**src/ocl_pkg.sv**
```systemverilog
/*
  AXI-Lite OCL bus definitions shared by the register port.
  Holds the channel payload structs, the bus widths and the
  response codes. Ports and internal nets take these types so
  every block agrees on the layout of an address or data beat.
*/

package ocl_pkg;

  // --------------------
  // Bus widths
  // --------------------
  localparam int unsigned OCL_ADDR_W = 32;
  localparam int unsigned OCL_DATA_W = 32;

  // Byte address and data word on the bus
  typedef logic [OCL_ADDR_W-1:0] ocl_addr_t;
  typedef logic [OCL_DATA_W-1:0] ocl_data_t;

  // Response code, only OKAY is ever returned
  typedef logic [1:0] ocl_resp_t;
  localparam ocl_resp_t OCL_RESP_OKAY = 2'b00;

  // --------------------
  // Channel payloads
  // --------------------
  // Write address beat
  typedef struct packed {
    ocl_addr_t addr;
  } ocl_aw_t;

  // Write data beat, strobes not carried
  typedef struct packed {
    ocl_data_t data;
  } ocl_w_t;

  // Read address beat
  typedef struct packed {
    ocl_addr_t addr;
  } ocl_ar_t;

  // Read data beat with its response
  typedef struct packed {
    ocl_data_t data;
    ocl_resp_t resp;
  } ocl_r_t;

endpackage

```
**src/cl_regs_pkg.sv**
```systemverilog
/*
  Register map of the hello-world design.
  Addresses, counter control and status bit positions, and the
  structs that carry one register write into the register blocks
  and their read values back to the read controller.
*/

package cl_regs_pkg;

  // --------------------
  // Address map
  // --------------------
  localparam ocl_pkg::ocl_addr_t HELLO_WORLD_ADDR = 32'h0000_0500;
  localparam ocl_pkg::ocl_addr_t VLED_ADDR        = 32'h0000_0504;
  localparam ocl_pkg::ocl_addr_t CNT_CTRL_ADDR    = 32'h0000_0600;
  localparam ocl_pkg::ocl_addr_t TICK_VALUE_ADDR  = 32'h0000_0604;
  localparam ocl_pkg::ocl_addr_t LOAD_VALUE_ADDR  = 32'h0000_0608;
  localparam ocl_pkg::ocl_addr_t WATERMARK_ADDR   = 32'h0000_060C;
  localparam ocl_pkg::ocl_addr_t CNT_VALUE_ADDR   = 32'h0000_0610;
  localparam ocl_pkg::ocl_addr_t CNT_STATUS_ADDR  = 32'h0000_0614;

  // CNT_CTRL fields; clear and load are self-clearing pulses
  localparam int unsigned CTRL_ENABLE_BIT  = 0;
  localparam int unsigned CTRL_CLEAR_BIT   = 1;
  localparam int unsigned CTRL_LOAD_BIT    = 2;
  localparam int unsigned CTRL_ONESHOT_BIT = 3;

  // CNT_STATUS fields
  localparam int unsigned STATUS_WMARK_BIT     = 0;
  localparam int unsigned STATUS_TICK_BIT      = 1;
  localparam int unsigned STATUS_TICK_CNT_LSB  = 16;
  localparam int unsigned STATUS_TICK_CNT_W    = 16;

  // --------------------
  // Value types
  // --------------------
  localparam int unsigned LED_W = 16;
  typedef logic [LED_W-1:0] led_t;

  // One register write, enable high for a single cycle
  typedef struct packed {
    logic                en;
    ocl_pkg::ocl_addr_t  addr;
    ocl_pkg::ocl_data_t  data;
  } reg_wr_t;

  // Hello block read values
  typedef struct packed {
    ocl_pkg::ocl_data_t  hello_swapped;
    led_t                led_shadow;
  } hello_rd_t;

  // Counter block read values, widened to bus words
  typedef struct packed {
    ocl_pkg::ocl_data_t  count;
    ocl_pkg::ocl_data_t  tick_cnt;
    logic                ge_watermark;
    logic                tick;
  } cnt_rd_t;

endpackage

```
**src/cl_hello_top.sv**
```systemverilog
/*
  Top level of the hello-world register design.
  Connects the OCL write and read controllers to the hello/LED
  register block and the tick counter. Counter widths are set
  here and passed down.
*/

`timescale 1ns/1ps

module cl_hello_top #(
  parameter int unsigned CNT_W  = 16,
  parameter int unsigned TICK_W = 8
) (
  input  logic                 clk_main_a0,
  input  logic                 rst_main_n_sync,
  // Write address
  input  logic                 aw_valid,
  input  ocl_pkg::ocl_aw_t     aw,
  output logic                 aw_ready,
  // Write data
  input  logic                 w_valid,
  input  ocl_pkg::ocl_w_t      w,
  output logic                 w_ready,
  // Write response
  output logic                 b_valid,
  output ocl_pkg::ocl_resp_t   b_resp,
  input  logic                 b_ready,
  // Read address
  input  logic                 ar_valid,
  input  ocl_pkg::ocl_ar_t     ar,
  output logic                 ar_ready,
  // Read data
  output logic                 r_valid,
  output ocl_pkg::ocl_r_t      r,
  input  logic                 r_ready,
  // Virtual DIP and LED
  input  cl_regs_pkg::led_t    vdip,
  output cl_regs_pkg::led_t    vled
);

  import cl_regs_pkg::*;

  reg_wr_t   reg_wr;
  hello_rd_t hello_rd;
  cnt_rd_t   cnt_rd;

  // --------------------
  // Bus side
  // --------------------
  ocl_write_ctrl u_write_ctrl (
    .clk_main_a0     (clk_main_a0),
    .rst_main_n_sync (rst_main_n_sync),
    .aw_valid        (aw_valid),
    .aw              (aw),
    .aw_ready        (aw_ready),
    .w_valid         (w_valid),
    .w               (w),
    .w_ready         (w_ready),
    .b_valid         (b_valid),
    .b_resp          (b_resp),
    .b_ready         (b_ready),
    .reg_wr          (reg_wr)
  );

  ocl_read_ctrl u_read_ctrl (
    .clk_main_a0     (clk_main_a0),
    .rst_main_n_sync (rst_main_n_sync),
    .ar_valid        (ar_valid),
    .ar              (ar),
    .ar_ready        (ar_ready),
    .r_valid         (r_valid),
    .r               (r),
    .r_ready         (r_ready),
    .hello_rd        (hello_rd),
    .cnt_rd          (cnt_rd)
  );

  // --------------------
  // Register blocks
  // --------------------
  hello_regs u_hello_regs (
    .clk_main_a0     (clk_main_a0),
    .rst_main_n_sync (rst_main_n_sync),
    .reg_wr          (reg_wr),
    .vdip            (vdip),
    .hello_rd        (hello_rd),
    .vled            (vled)
  );

  tick_counter #(
    .CNT_W  (CNT_W),
    .TICK_W (TICK_W)
  ) u_tick_counter (
    .clk_main_a0     (clk_main_a0),
    .rst_main_n_sync (rst_main_n_sync),
    .reg_wr          (reg_wr),
    .cnt_rd          (cnt_rd)
  );

endmodule

```
**src/hello_regs.sv**
```systemverilog
/*
  Hello-world register and virtual LED path.
  The hello word reads back byte-swapped. Its low half is shadowed
  into the LED register, masked by the synchronized DIP switches
  and registered out to the LED pins.
*/

`timescale 1ns/1ps

module hello_regs (
  input  logic                   clk_main_a0,
  input  logic                   rst_main_n_sync,
  input  cl_regs_pkg::reg_wr_t   reg_wr,
  input  cl_regs_pkg::led_t      vdip,
  output cl_regs_pkg::hello_rd_t hello_rd,
  output cl_regs_pkg::led_t      vled
);

  import ocl_pkg::*;
  import cl_regs_pkg::*;

  ocl_data_t hello_q;
  led_t      led_shadow_q;
  led_t      vdip_q1;
  led_t      vdip_q2;

  // --------------------
  // Hello-world register
  // --------------------
  always_ff @(posedge clk_main_a0)
  begin
    if (!rst_main_n_sync)
    begin
      hello_q <= '0;
    end
    else if (reg_wr.en && (reg_wr.addr == HELLO_WORLD_ADDR))
    begin
      hello_q <= reg_wr.data;
    end
  end

  // Byte order reversed on readback
  assign hello_rd.hello_swapped = {hello_q[7:0], hello_q[15:8],
                                   hello_q[23:16], hello_q[31:24]};
  assign hello_rd.led_shadow    = led_shadow_q;

  // --------------------
  // Virtual LED path
  // --------------------
  always_ff @(posedge clk_main_a0)
  begin
    if (!rst_main_n_sync)
    begin
      led_shadow_q <= '0;
      vdip_q1      <= '0;
      vdip_q2      <= '0;
      vled         <= '0;
    end
    else
    begin
      // Shadow trails the hello word by one edge
      led_shadow_q <= hello_q[LED_W-1:0];
      // Two-flop DIP synchronizer
      vdip_q1      <= vdip;
      vdip_q2      <= vdip_q1;
      // Masked and registered LED drive
      vled         <= led_shadow_q & vdip_q2;
    end
  end

endmodule

```
**src/ocl_read_ctrl.sv**
```systemverilog
/*
  AXI-Lite read side of the OCL port.
  Registers one read address, decodes it against the register map
  on the next cycle and holds the response until it is accepted.
  Unmapped addresses read as zero with an OKAY response.
*/

`timescale 1ns/1ps

module ocl_read_ctrl (
  input  logic                   clk_main_a0,
  input  logic                   rst_main_n_sync,
  // Read address
  input  logic                   ar_valid,
  input  ocl_pkg::ocl_ar_t       ar,
  output logic                   ar_ready,
  // Read data
  output logic                   r_valid,
  output ocl_pkg::ocl_r_t        r,
  input  logic                   r_ready,
  // Register block values
  input  cl_regs_pkg::hello_rd_t hello_rd,
  input  cl_regs_pkg::cnt_rd_t   cnt_rd
);

  import ocl_pkg::*;
  import cl_regs_pkg::*;

  typedef enum logic [1:0] {
    RD_IDLE,
    RD_ADDR,
    RD_RESP
  } rd_state_e;

  rd_state_e rd_state;
  ocl_addr_t rd_addr_q;
  ocl_data_t rd_data;
  ocl_data_t status_word;

  assign ar_ready = (rd_state == RD_IDLE);
  assign r_valid  = (rd_state == RD_RESP);

  // --------------------
  // Read FSM
  // --------------------
  always_ff @(posedge clk_main_a0)
  begin
    if (!rst_main_n_sync)
    begin
      rd_state <= RD_IDLE;
    end
    else
    begin
      case (rd_state)
        RD_IDLE: if (ar_valid) rd_state <= RD_ADDR;
        RD_ADDR: rd_state <= RD_RESP;
        RD_RESP: if (r_ready)  rd_state <= RD_IDLE;
        default: rd_state <= RD_IDLE;
      endcase
    end
  end

  always_ff @(posedge clk_main_a0)
  begin
    if (ar_valid && ar_ready)
      rd_addr_q <= ar.addr;
  end

  // Counter status word
  always_comb
  begin
    status_word = '0;
    status_word[STATUS_WMARK_BIT] = cnt_rd.ge_watermark;
    status_word[STATUS_TICK_BIT]  = cnt_rd.tick;
    status_word[STATUS_TICK_CNT_LSB +: STATUS_TICK_CNT_W] =
      cnt_rd.tick_cnt[STATUS_TICK_CNT_W-1:0];
  end

  // Address decode, zero for anything unmapped
  always_comb
  begin
    case (rd_addr_q)
      HELLO_WORLD_ADDR: rd_data = hello_rd.hello_swapped;
      VLED_ADDR:        rd_data = ocl_data_t'(hello_rd.led_shadow);
      CNT_VALUE_ADDR:   rd_data = cnt_rd.count;
      CNT_STATUS_ADDR:  rd_data = status_word;
      default:          rd_data = '0;
    endcase
  end

  // Response payload, stable while waiting on r_ready
  always_ff @(posedge clk_main_a0)
  begin
    if (rd_state == RD_ADDR)
    begin
      r.data <= rd_data;
      r.resp <= OCL_RESP_OKAY;
    end
  end

endmodule

```
**src/ocl_write_ctrl.sv**
```systemverilog
/*
  AXI-Lite write side of the OCL port.
  Takes one address beat, then one data beat, and turns the pair
  into a single-cycle register write strobe. The response is held
  until accepted, and no new address is taken before that.
*/

`timescale 1ns/1ps

module ocl_write_ctrl (
  input  logic                 clk_main_a0,
  input  logic                 rst_main_n_sync,
  // Write address
  input  logic                 aw_valid,
  input  ocl_pkg::ocl_aw_t     aw,
  output logic                 aw_ready,
  // Write data
  input  logic                 w_valid,
  input  ocl_pkg::ocl_w_t      w,
  output logic                 w_ready,
  // Write response
  output logic                 b_valid,
  output ocl_pkg::ocl_resp_t   b_resp,
  input  logic                 b_ready,
  // Register write strobe
  output cl_regs_pkg::reg_wr_t reg_wr
);

  import ocl_pkg::*;

  typedef enum logic [1:0] {
    WR_IDLE,
    WR_DATA,
    WR_RESP
  } wr_state_e;

  wr_state_e wr_state;
  ocl_addr_t wr_addr_q;

  // Handshake outputs straight from state
  assign aw_ready = (wr_state == WR_IDLE);
  assign w_ready  = (wr_state == WR_DATA) && w_valid;
  assign b_valid  = (wr_state == WR_RESP);
  assign b_resp   = OCL_RESP_OKAY;

  // --------------------
  // Write FSM
  // --------------------
  always_ff @(posedge clk_main_a0)
  begin
    if (!rst_main_n_sync)
    begin
      wr_state <= WR_IDLE;
    end
    else
    begin
      case (wr_state)
        WR_IDLE: if (aw_valid) wr_state <= WR_DATA;
        WR_DATA: if (w_valid)  wr_state <= WR_RESP;
        WR_RESP: if (b_ready)  wr_state <= WR_IDLE;
        default: wr_state <= WR_IDLE;
      endcase
    end
  end

  // Address held for the data beat
  always_ff @(posedge clk_main_a0)
  begin
    if (aw_valid && aw_ready)
    begin
      wr_addr_q <= aw.addr;
    end
  end

  // Strobe only on the data handshake cycle
  // full-word write, strobes are not on this port
  assign reg_wr.en   = w_ready;
  assign reg_wr.addr = wr_addr_q;
  assign reg_wr.data = w.data;

endmodule

```
**src/tick_counter.sv**
```systemverilog
/*
  Tick prescaler and event counter, controlled over the register port.
  The prescaler divides the clock by tick value + 1 while enabled, and
  each tick advances the count. Clear and load are one-cycle pulses,
  oneshot makes the count stop at its maximum instead of wrapping.
*/

`timescale 1ns/1ps

module tick_counter #(
  parameter int unsigned CNT_W  = 16,
  parameter int unsigned TICK_W = 8
) (
  input  logic                 clk_main_a0,
  input  logic                 rst_main_n_sync,
  input  cl_regs_pkg::reg_wr_t reg_wr,
  output cl_regs_pkg::cnt_rd_t cnt_rd
);

  import ocl_pkg::*;
  import cl_regs_pkg::*;

  localparam logic [CNT_W-1:0] CNT_MAX = '1;

  // Control register state
  logic              enable_q;
  logic              oneshot_q;
  logic              clear_pulse;
  logic              load_pulse;
  logic [TICK_W-1:0] tick_value_q;
  logic [CNT_W-1:0]  load_value_q;
  logic [CNT_W-1:0]  watermark_q;

  // Counters
  logic [TICK_W-1:0] tick_cnt;
  logic [CNT_W-1:0]  count;
  logic              tick;

  // --------------------
  // Register decode
  // --------------------
  always_ff @(posedge clk_main_a0)
  begin
    if (!rst_main_n_sync)
    begin
      enable_q     <= 1'b0;
      oneshot_q    <= 1'b0;
      clear_pulse  <= 1'b0;
      load_pulse   <= 1'b0;
      tick_value_q <= '0;
      load_value_q <= '0;
      watermark_q  <= '0;
    end
    else
    begin
      // Pulses drop after one cycle unless rewritten
      clear_pulse <= 1'b0;
      load_pulse  <= 1'b0;
      if (reg_wr.en)
      begin
        case (reg_wr.addr)
          CNT_CTRL_ADDR:
          begin
            enable_q    <= reg_wr.data[CTRL_ENABLE_BIT];
            oneshot_q   <= reg_wr.data[CTRL_ONESHOT_BIT];
            clear_pulse <= reg_wr.data[CTRL_CLEAR_BIT];
            load_pulse  <= reg_wr.data[CTRL_LOAD_BIT];
          end
          TICK_VALUE_ADDR: tick_value_q <= reg_wr.data[TICK_W-1:0];
          LOAD_VALUE_ADDR: load_value_q <= reg_wr.data[CNT_W-1:0];
          WATERMARK_ADDR:  watermark_q  <= reg_wr.data[CNT_W-1:0];
          default: ;
        endcase
      end
    end
  end

  // Prescaler terminal count
  assign tick = (tick_cnt >= tick_value_q);

  // --------------------
  // Prescaler and counter
  // --------------------
  always_ff @(posedge clk_main_a0)
  begin
    if (!rst_main_n_sync || clear_pulse)
    begin
      tick_cnt <= '0;
      count    <= '0;
    end
    else
    begin
      // Load beats enable, the prescaler keeps running
      if (enable_q)
      begin
        tick_cnt <= tick ? '0 : tick_cnt + 1'b1;
      end
      if (load_pulse)
      begin
        count <= load_value_q;
      end
      else if (enable_q && tick)
      begin
        if (count != CNT_MAX)
          count <= count + 1'b1;
        else if (!oneshot_q)
          count <= '0;
      end
    end
  end

  // Status, widened to bus words
  assign cnt_rd.count        = ocl_data_t'(count);
  assign cnt_rd.tick_cnt     = ocl_data_t'(tick_cnt);
  assign cnt_rd.ge_watermark = (count >= watermark_q);
  assign cnt_rd.tick         = tick;

endmodule
```
**config.mk**
```make
export PLATFORM = sky130hd
export DESIGN_NAME = cl_hello_top
export DESIGN_NICKNAME = d
export VERILOG_FILES = /design/src/ocl_pkg.sv /design/src/cl_regs_pkg.sv /design/src/cl_hello_top.sv /design/src/hello_regs.sv /design/src/ocl_read_ctrl.sv /design/src/ocl_write_ctrl.sv /design/src/tick_counter.sv
export SDC_FILE = /design/constraint.sdc
export NUM_CORES = 1
export LEC_CHECK = 0
export BUFFER_PORTS_ARGS = -buffer_cell sky130_fd_sc_hd__buf_2
export CORE_AREA = 2 2 156 158
export CTS_CLUSTER_SIZE = 14
export DETAILED_ROUTE_END_ITERATION = 8
export DIE_AREA = 0 0 158 160
export GPL_TIMING_DRIVEN = 0
export PLACE_DENSITY = 0.62
export RECOVER_POWER = 100
export REMOVE_ABC_BUFFERS = 1
export SETUP_SLACK_MARGIN = 0.15
export SYNTH_ARGS = -nofsm -noshare
export SYNTH_HDL_FRONTEND = slang
export SYNTH_SLANG_ARGS = --single-unit
export TNS_END_PERCENT = 5
```
**constraint.sdc**
```tcl
create_clock -name clk_main_a0 -period 3.7 [get_ports clk_main_a0]
set_input_delay 0.555 -clock clk_main_a0 [delete_from_list [all_inputs] [get_ports clk_main_a0]]
set_output_delay 0.555 -clock clk_main_a0 [all_outputs]
set_load 0.01 [all_outputs]
```
==> key figures <==
Placement
  • Port Buffer Count: between 150 and 200
  • Hpwl dp: roughly 15000 um
  • Global placement routability congestion: roughly 0.89
  • Post-Place Cells: between 1k and 1.5k

Floorplan
  • Height of the chip: ~160 um
  • Die area: about 25000 um^2
  • Starting density of the core: between 40% and 50%
  • Core box area: about 24000 um^2
  • Rows: 57
  • Die Wd: 158 um
  • Number of placed I/O pins: between 150 and 200

Setup path
  • CP max FO: 9
  • WP data required: 4160 ps
  • Crit path DAT: approximately 3800 ps
  • Crit-path leading delay family: compound AO/OA/AOI/OAI gates
  • Crit-path slowest cell: o41ai_2
  • Worst setup EP type: register
  • Worst path bufs/invs: 1
  • CP max stage delay: 970 ps
  • Top cell by count, worst path: a31oi_1
  • Crit Path Category: reg2reg
  • CP Launch Type: register
  • Critical Path, Cell by Cell: inv_1, ha_1, nand2b_1, a31oi_1, o41ai_2, nand2_1, or4_1, a31oi_1

STA
  • Clock Skews: about 15 ps
  • Final Max Tran Viols: 150
  • FMAX: 304.1 MHz
  • Setup violators final: 0
  • Worst slew pin tran: a little under 2000 ps
  • Final hold vios: 0
  • Slew HR: -31.99%
  • RSZ-0062 raised after global routing: false
  • Final Cycle Share: about nine tenths
  • Final Critical Period: 3288 ps

Drt
  • DRC viols: 0
  • WL final: 22770 um
  • Vias per inst: around 5.0
  • Antenna-violating nets left: 0
  • Total iterations of the first detailed-routing run: 4
  • Post-DR wirelength/cell: approximately 16 um
  • Iteration-0 DRC Markers: about 390
  • Total number of vias: between 6k and 7k

Synth
  • Yosys warnings: 0
  • Count leader, synth: dfxtp_1
  • Commonest cells in the netlist: 168 x dfxtp_1, 96 x edfxtp_1, 96 x nand2_1
  • Synth area leader: dfxtp_1
  • Number of synthesized flops with an enable pin: 96
  • Top_reg_cell synth: dfxtp_1
  • Async set-or-reset flop fraction in the synthesized netlist: 0%
  • Register bit total from synthesis: 264
  • Seq/Total Area, Yosys: 60.78%
  • Gate Count Post-Synth: about 900
  • Synth area leaders: dfxtp_1 33%, edfxtp_1 28%, mux2i_1 5.8%
  • Yosys cell types: ~70
  • Top cell type's share of synthesized area: approximately 33%
  • Area of the mapped netlist: 10280 um^2
  • Avg Inst Size Synth: 11.44 um^2

Power
  • VDD IR max: 0.0003820 V
  • Final Total Pwr: 6134 uW
  • PD cells: approximately 500 nW/um^2
  • Leakage power: between 0.004 and 0.005 uW

Finish
  • Register area: about 6200 um^2
  • Area growth, synth to finish: 18.62%
  • Nets: 1207
  • Filler cell count in the final layout: 2239
  • Finished Layout Cells: around 1.4k
  • Final Core Density: 51.17%
  • Multi-input logic area: between 3000 and 4000 um^2
  • Layout cell share with drive strength beyond 1: around 16%

Clock network
  • CTS H-tree lvls: 1
  • Cts hold-fix bufs: 0
  • Post-CTS setup buffers: 0
  • CTS Buffer Depth: 3
  • Root Driver: clkbuf_16
  • Clock Latency Late Sink: ~530 ps
  • Resize count post-CTS: 0
  • Num CTS Buffers: 28
  • CTS sink count: about 260
  • Clk slew on worst S/H paths: 60 ps
  • CTS tree: built

Global route
  • GR Overflow Total: 0
  • Largest net degree at the start of global routing: just under 100
  • Vias in the first global route: about 6.9k
  • Global Route Usage Sum: 18.06%
  • Antenna violations before repair: 1
  • First-pass GRT wire length: roughly 36000 um

Status
  • Status: finished, violations left
  • Violated checks: capacitance limit, slew limit

Min path
  • Worst hold path type: in2reg

Run
  • Max-cap viol count: 3
[registers in the layout, indices dropped and copies added, names as in the netlist, 16 cells and up]
register and flops:
u_hello_regs.hello_q 32, u_read_ctrl.r 32, u_read_ctrl.rd_addr_q 32, u_write_ctrl.wr_addr_q 32, u_hello_regs.led_shadow_q 16, u_hello_regs.vdip_q1 16
u_hello_regs.vdip_q2 16, u_hello_regs.vled 16, u_tick_counter.count 16, u_tick_counter.load_value_q 16, u_tick_counter.watermark_q 16
[stage by stage]
| step | setup TNS (ps) | worst slack (ps) | instance area [um^2] | hold slack (ps) |
|---|---|---|---|---|
| 3_3_place_gp | -28540 | -833.7 | 11330 | 413.7 |
| 3_5_place_dp | 0 | 418.1 | 11460 | 419.3 |
| 4_1_cts | 0 | 413.3 | 12380 | 171.2 |
| 5_1_grt | 0 | 140.2 | 12190 | 171.1 |
| 6_report | 0 | 412.0 | 12190 | 194.6 |
| 2_1_floorplan | 0 | 427.1 | 10070 | 411.8 |
[worst reg2reg max path: stages (launching register included)]
cell	delay [ps]
dfxtp_1	490
inv_1	100
ha_1	280
nand2b_1	90
a31oi_1	90
o41ai_2	970
nand2_1	440
or4_1	580
a31oi_1	170
[placed cells by master (no fill, tap or decap), types with 29 or more instances in the layout]
master,Yosys,final
edfxtp_1,96,96
clkbuf_16,0,29
o21ai_0,44,44
buf_2,8,116
nand2_1,96,97
mux2i_1,60,60
dfxtp_1,168,168
nand3_1,30,30
nor2b_1,40,40
clkbuf_1,29,67
and2_1,63,48
[worst paths after layout]
path	from	endpoint	slack, ps	cells past startpoint
max reg2reg	u_tick_counter.tick_cnt[0]	u_tick_counter.count[3]	410	8
max	u_tick_counter.tick_cnt[0]	u_tick_counter.count[3]	410	8
min	ar[1]	u_read_ctrl.rd_addr_q[1]	190	1
min reg2reg	u_hello_regs.vdip_q1[11]	u_hello_regs.vdip_q2[11]	430	1
[metal layers]
metal / part of all wire (%) / track usage, % / vias up
li1: - / - / 3495
met1: 45 / 24.41 / 3280
met2: 47 / 30.06 / 174
met3: 6.0 / 3.826 / 28
met4: 1.6 / 3.604 / 0
met5: 0 / 0 / -
[power breakdown]
group	total [uW]	switching [uW]	internal, uW	leakage (uW)
Clock	2790	1110	1680	0.000454
Combinational	205	119	86.2	0.00174
Sequential	3140	33.1	3100	0.00225
[cells by family after synthesis]
family | after synthesis | synth area share, %
buf+inv | 73 | 3.117
fa+ha+maj | 26 | 3.166
simple gates | 338 | 17.62
mux | 62 | 6.064
other cells | 1 | 0.03649
xor+xnor | 10 | 0.8523
compound gates | 124 | 8.365
flops | 264 | 60.78
[layout make-up]
cell class	instances	share of cell area [%]
diodes	1	0.02053
clock buffers	40	6.457
clock inverters	11	1.088
inverters	28	0.8622
multi-input cells	564	30.35
flip-flops and latches	264	51.24
well taps	324	3.326
repair buffers	176	6.652
(Power assumes the default switching activity.)
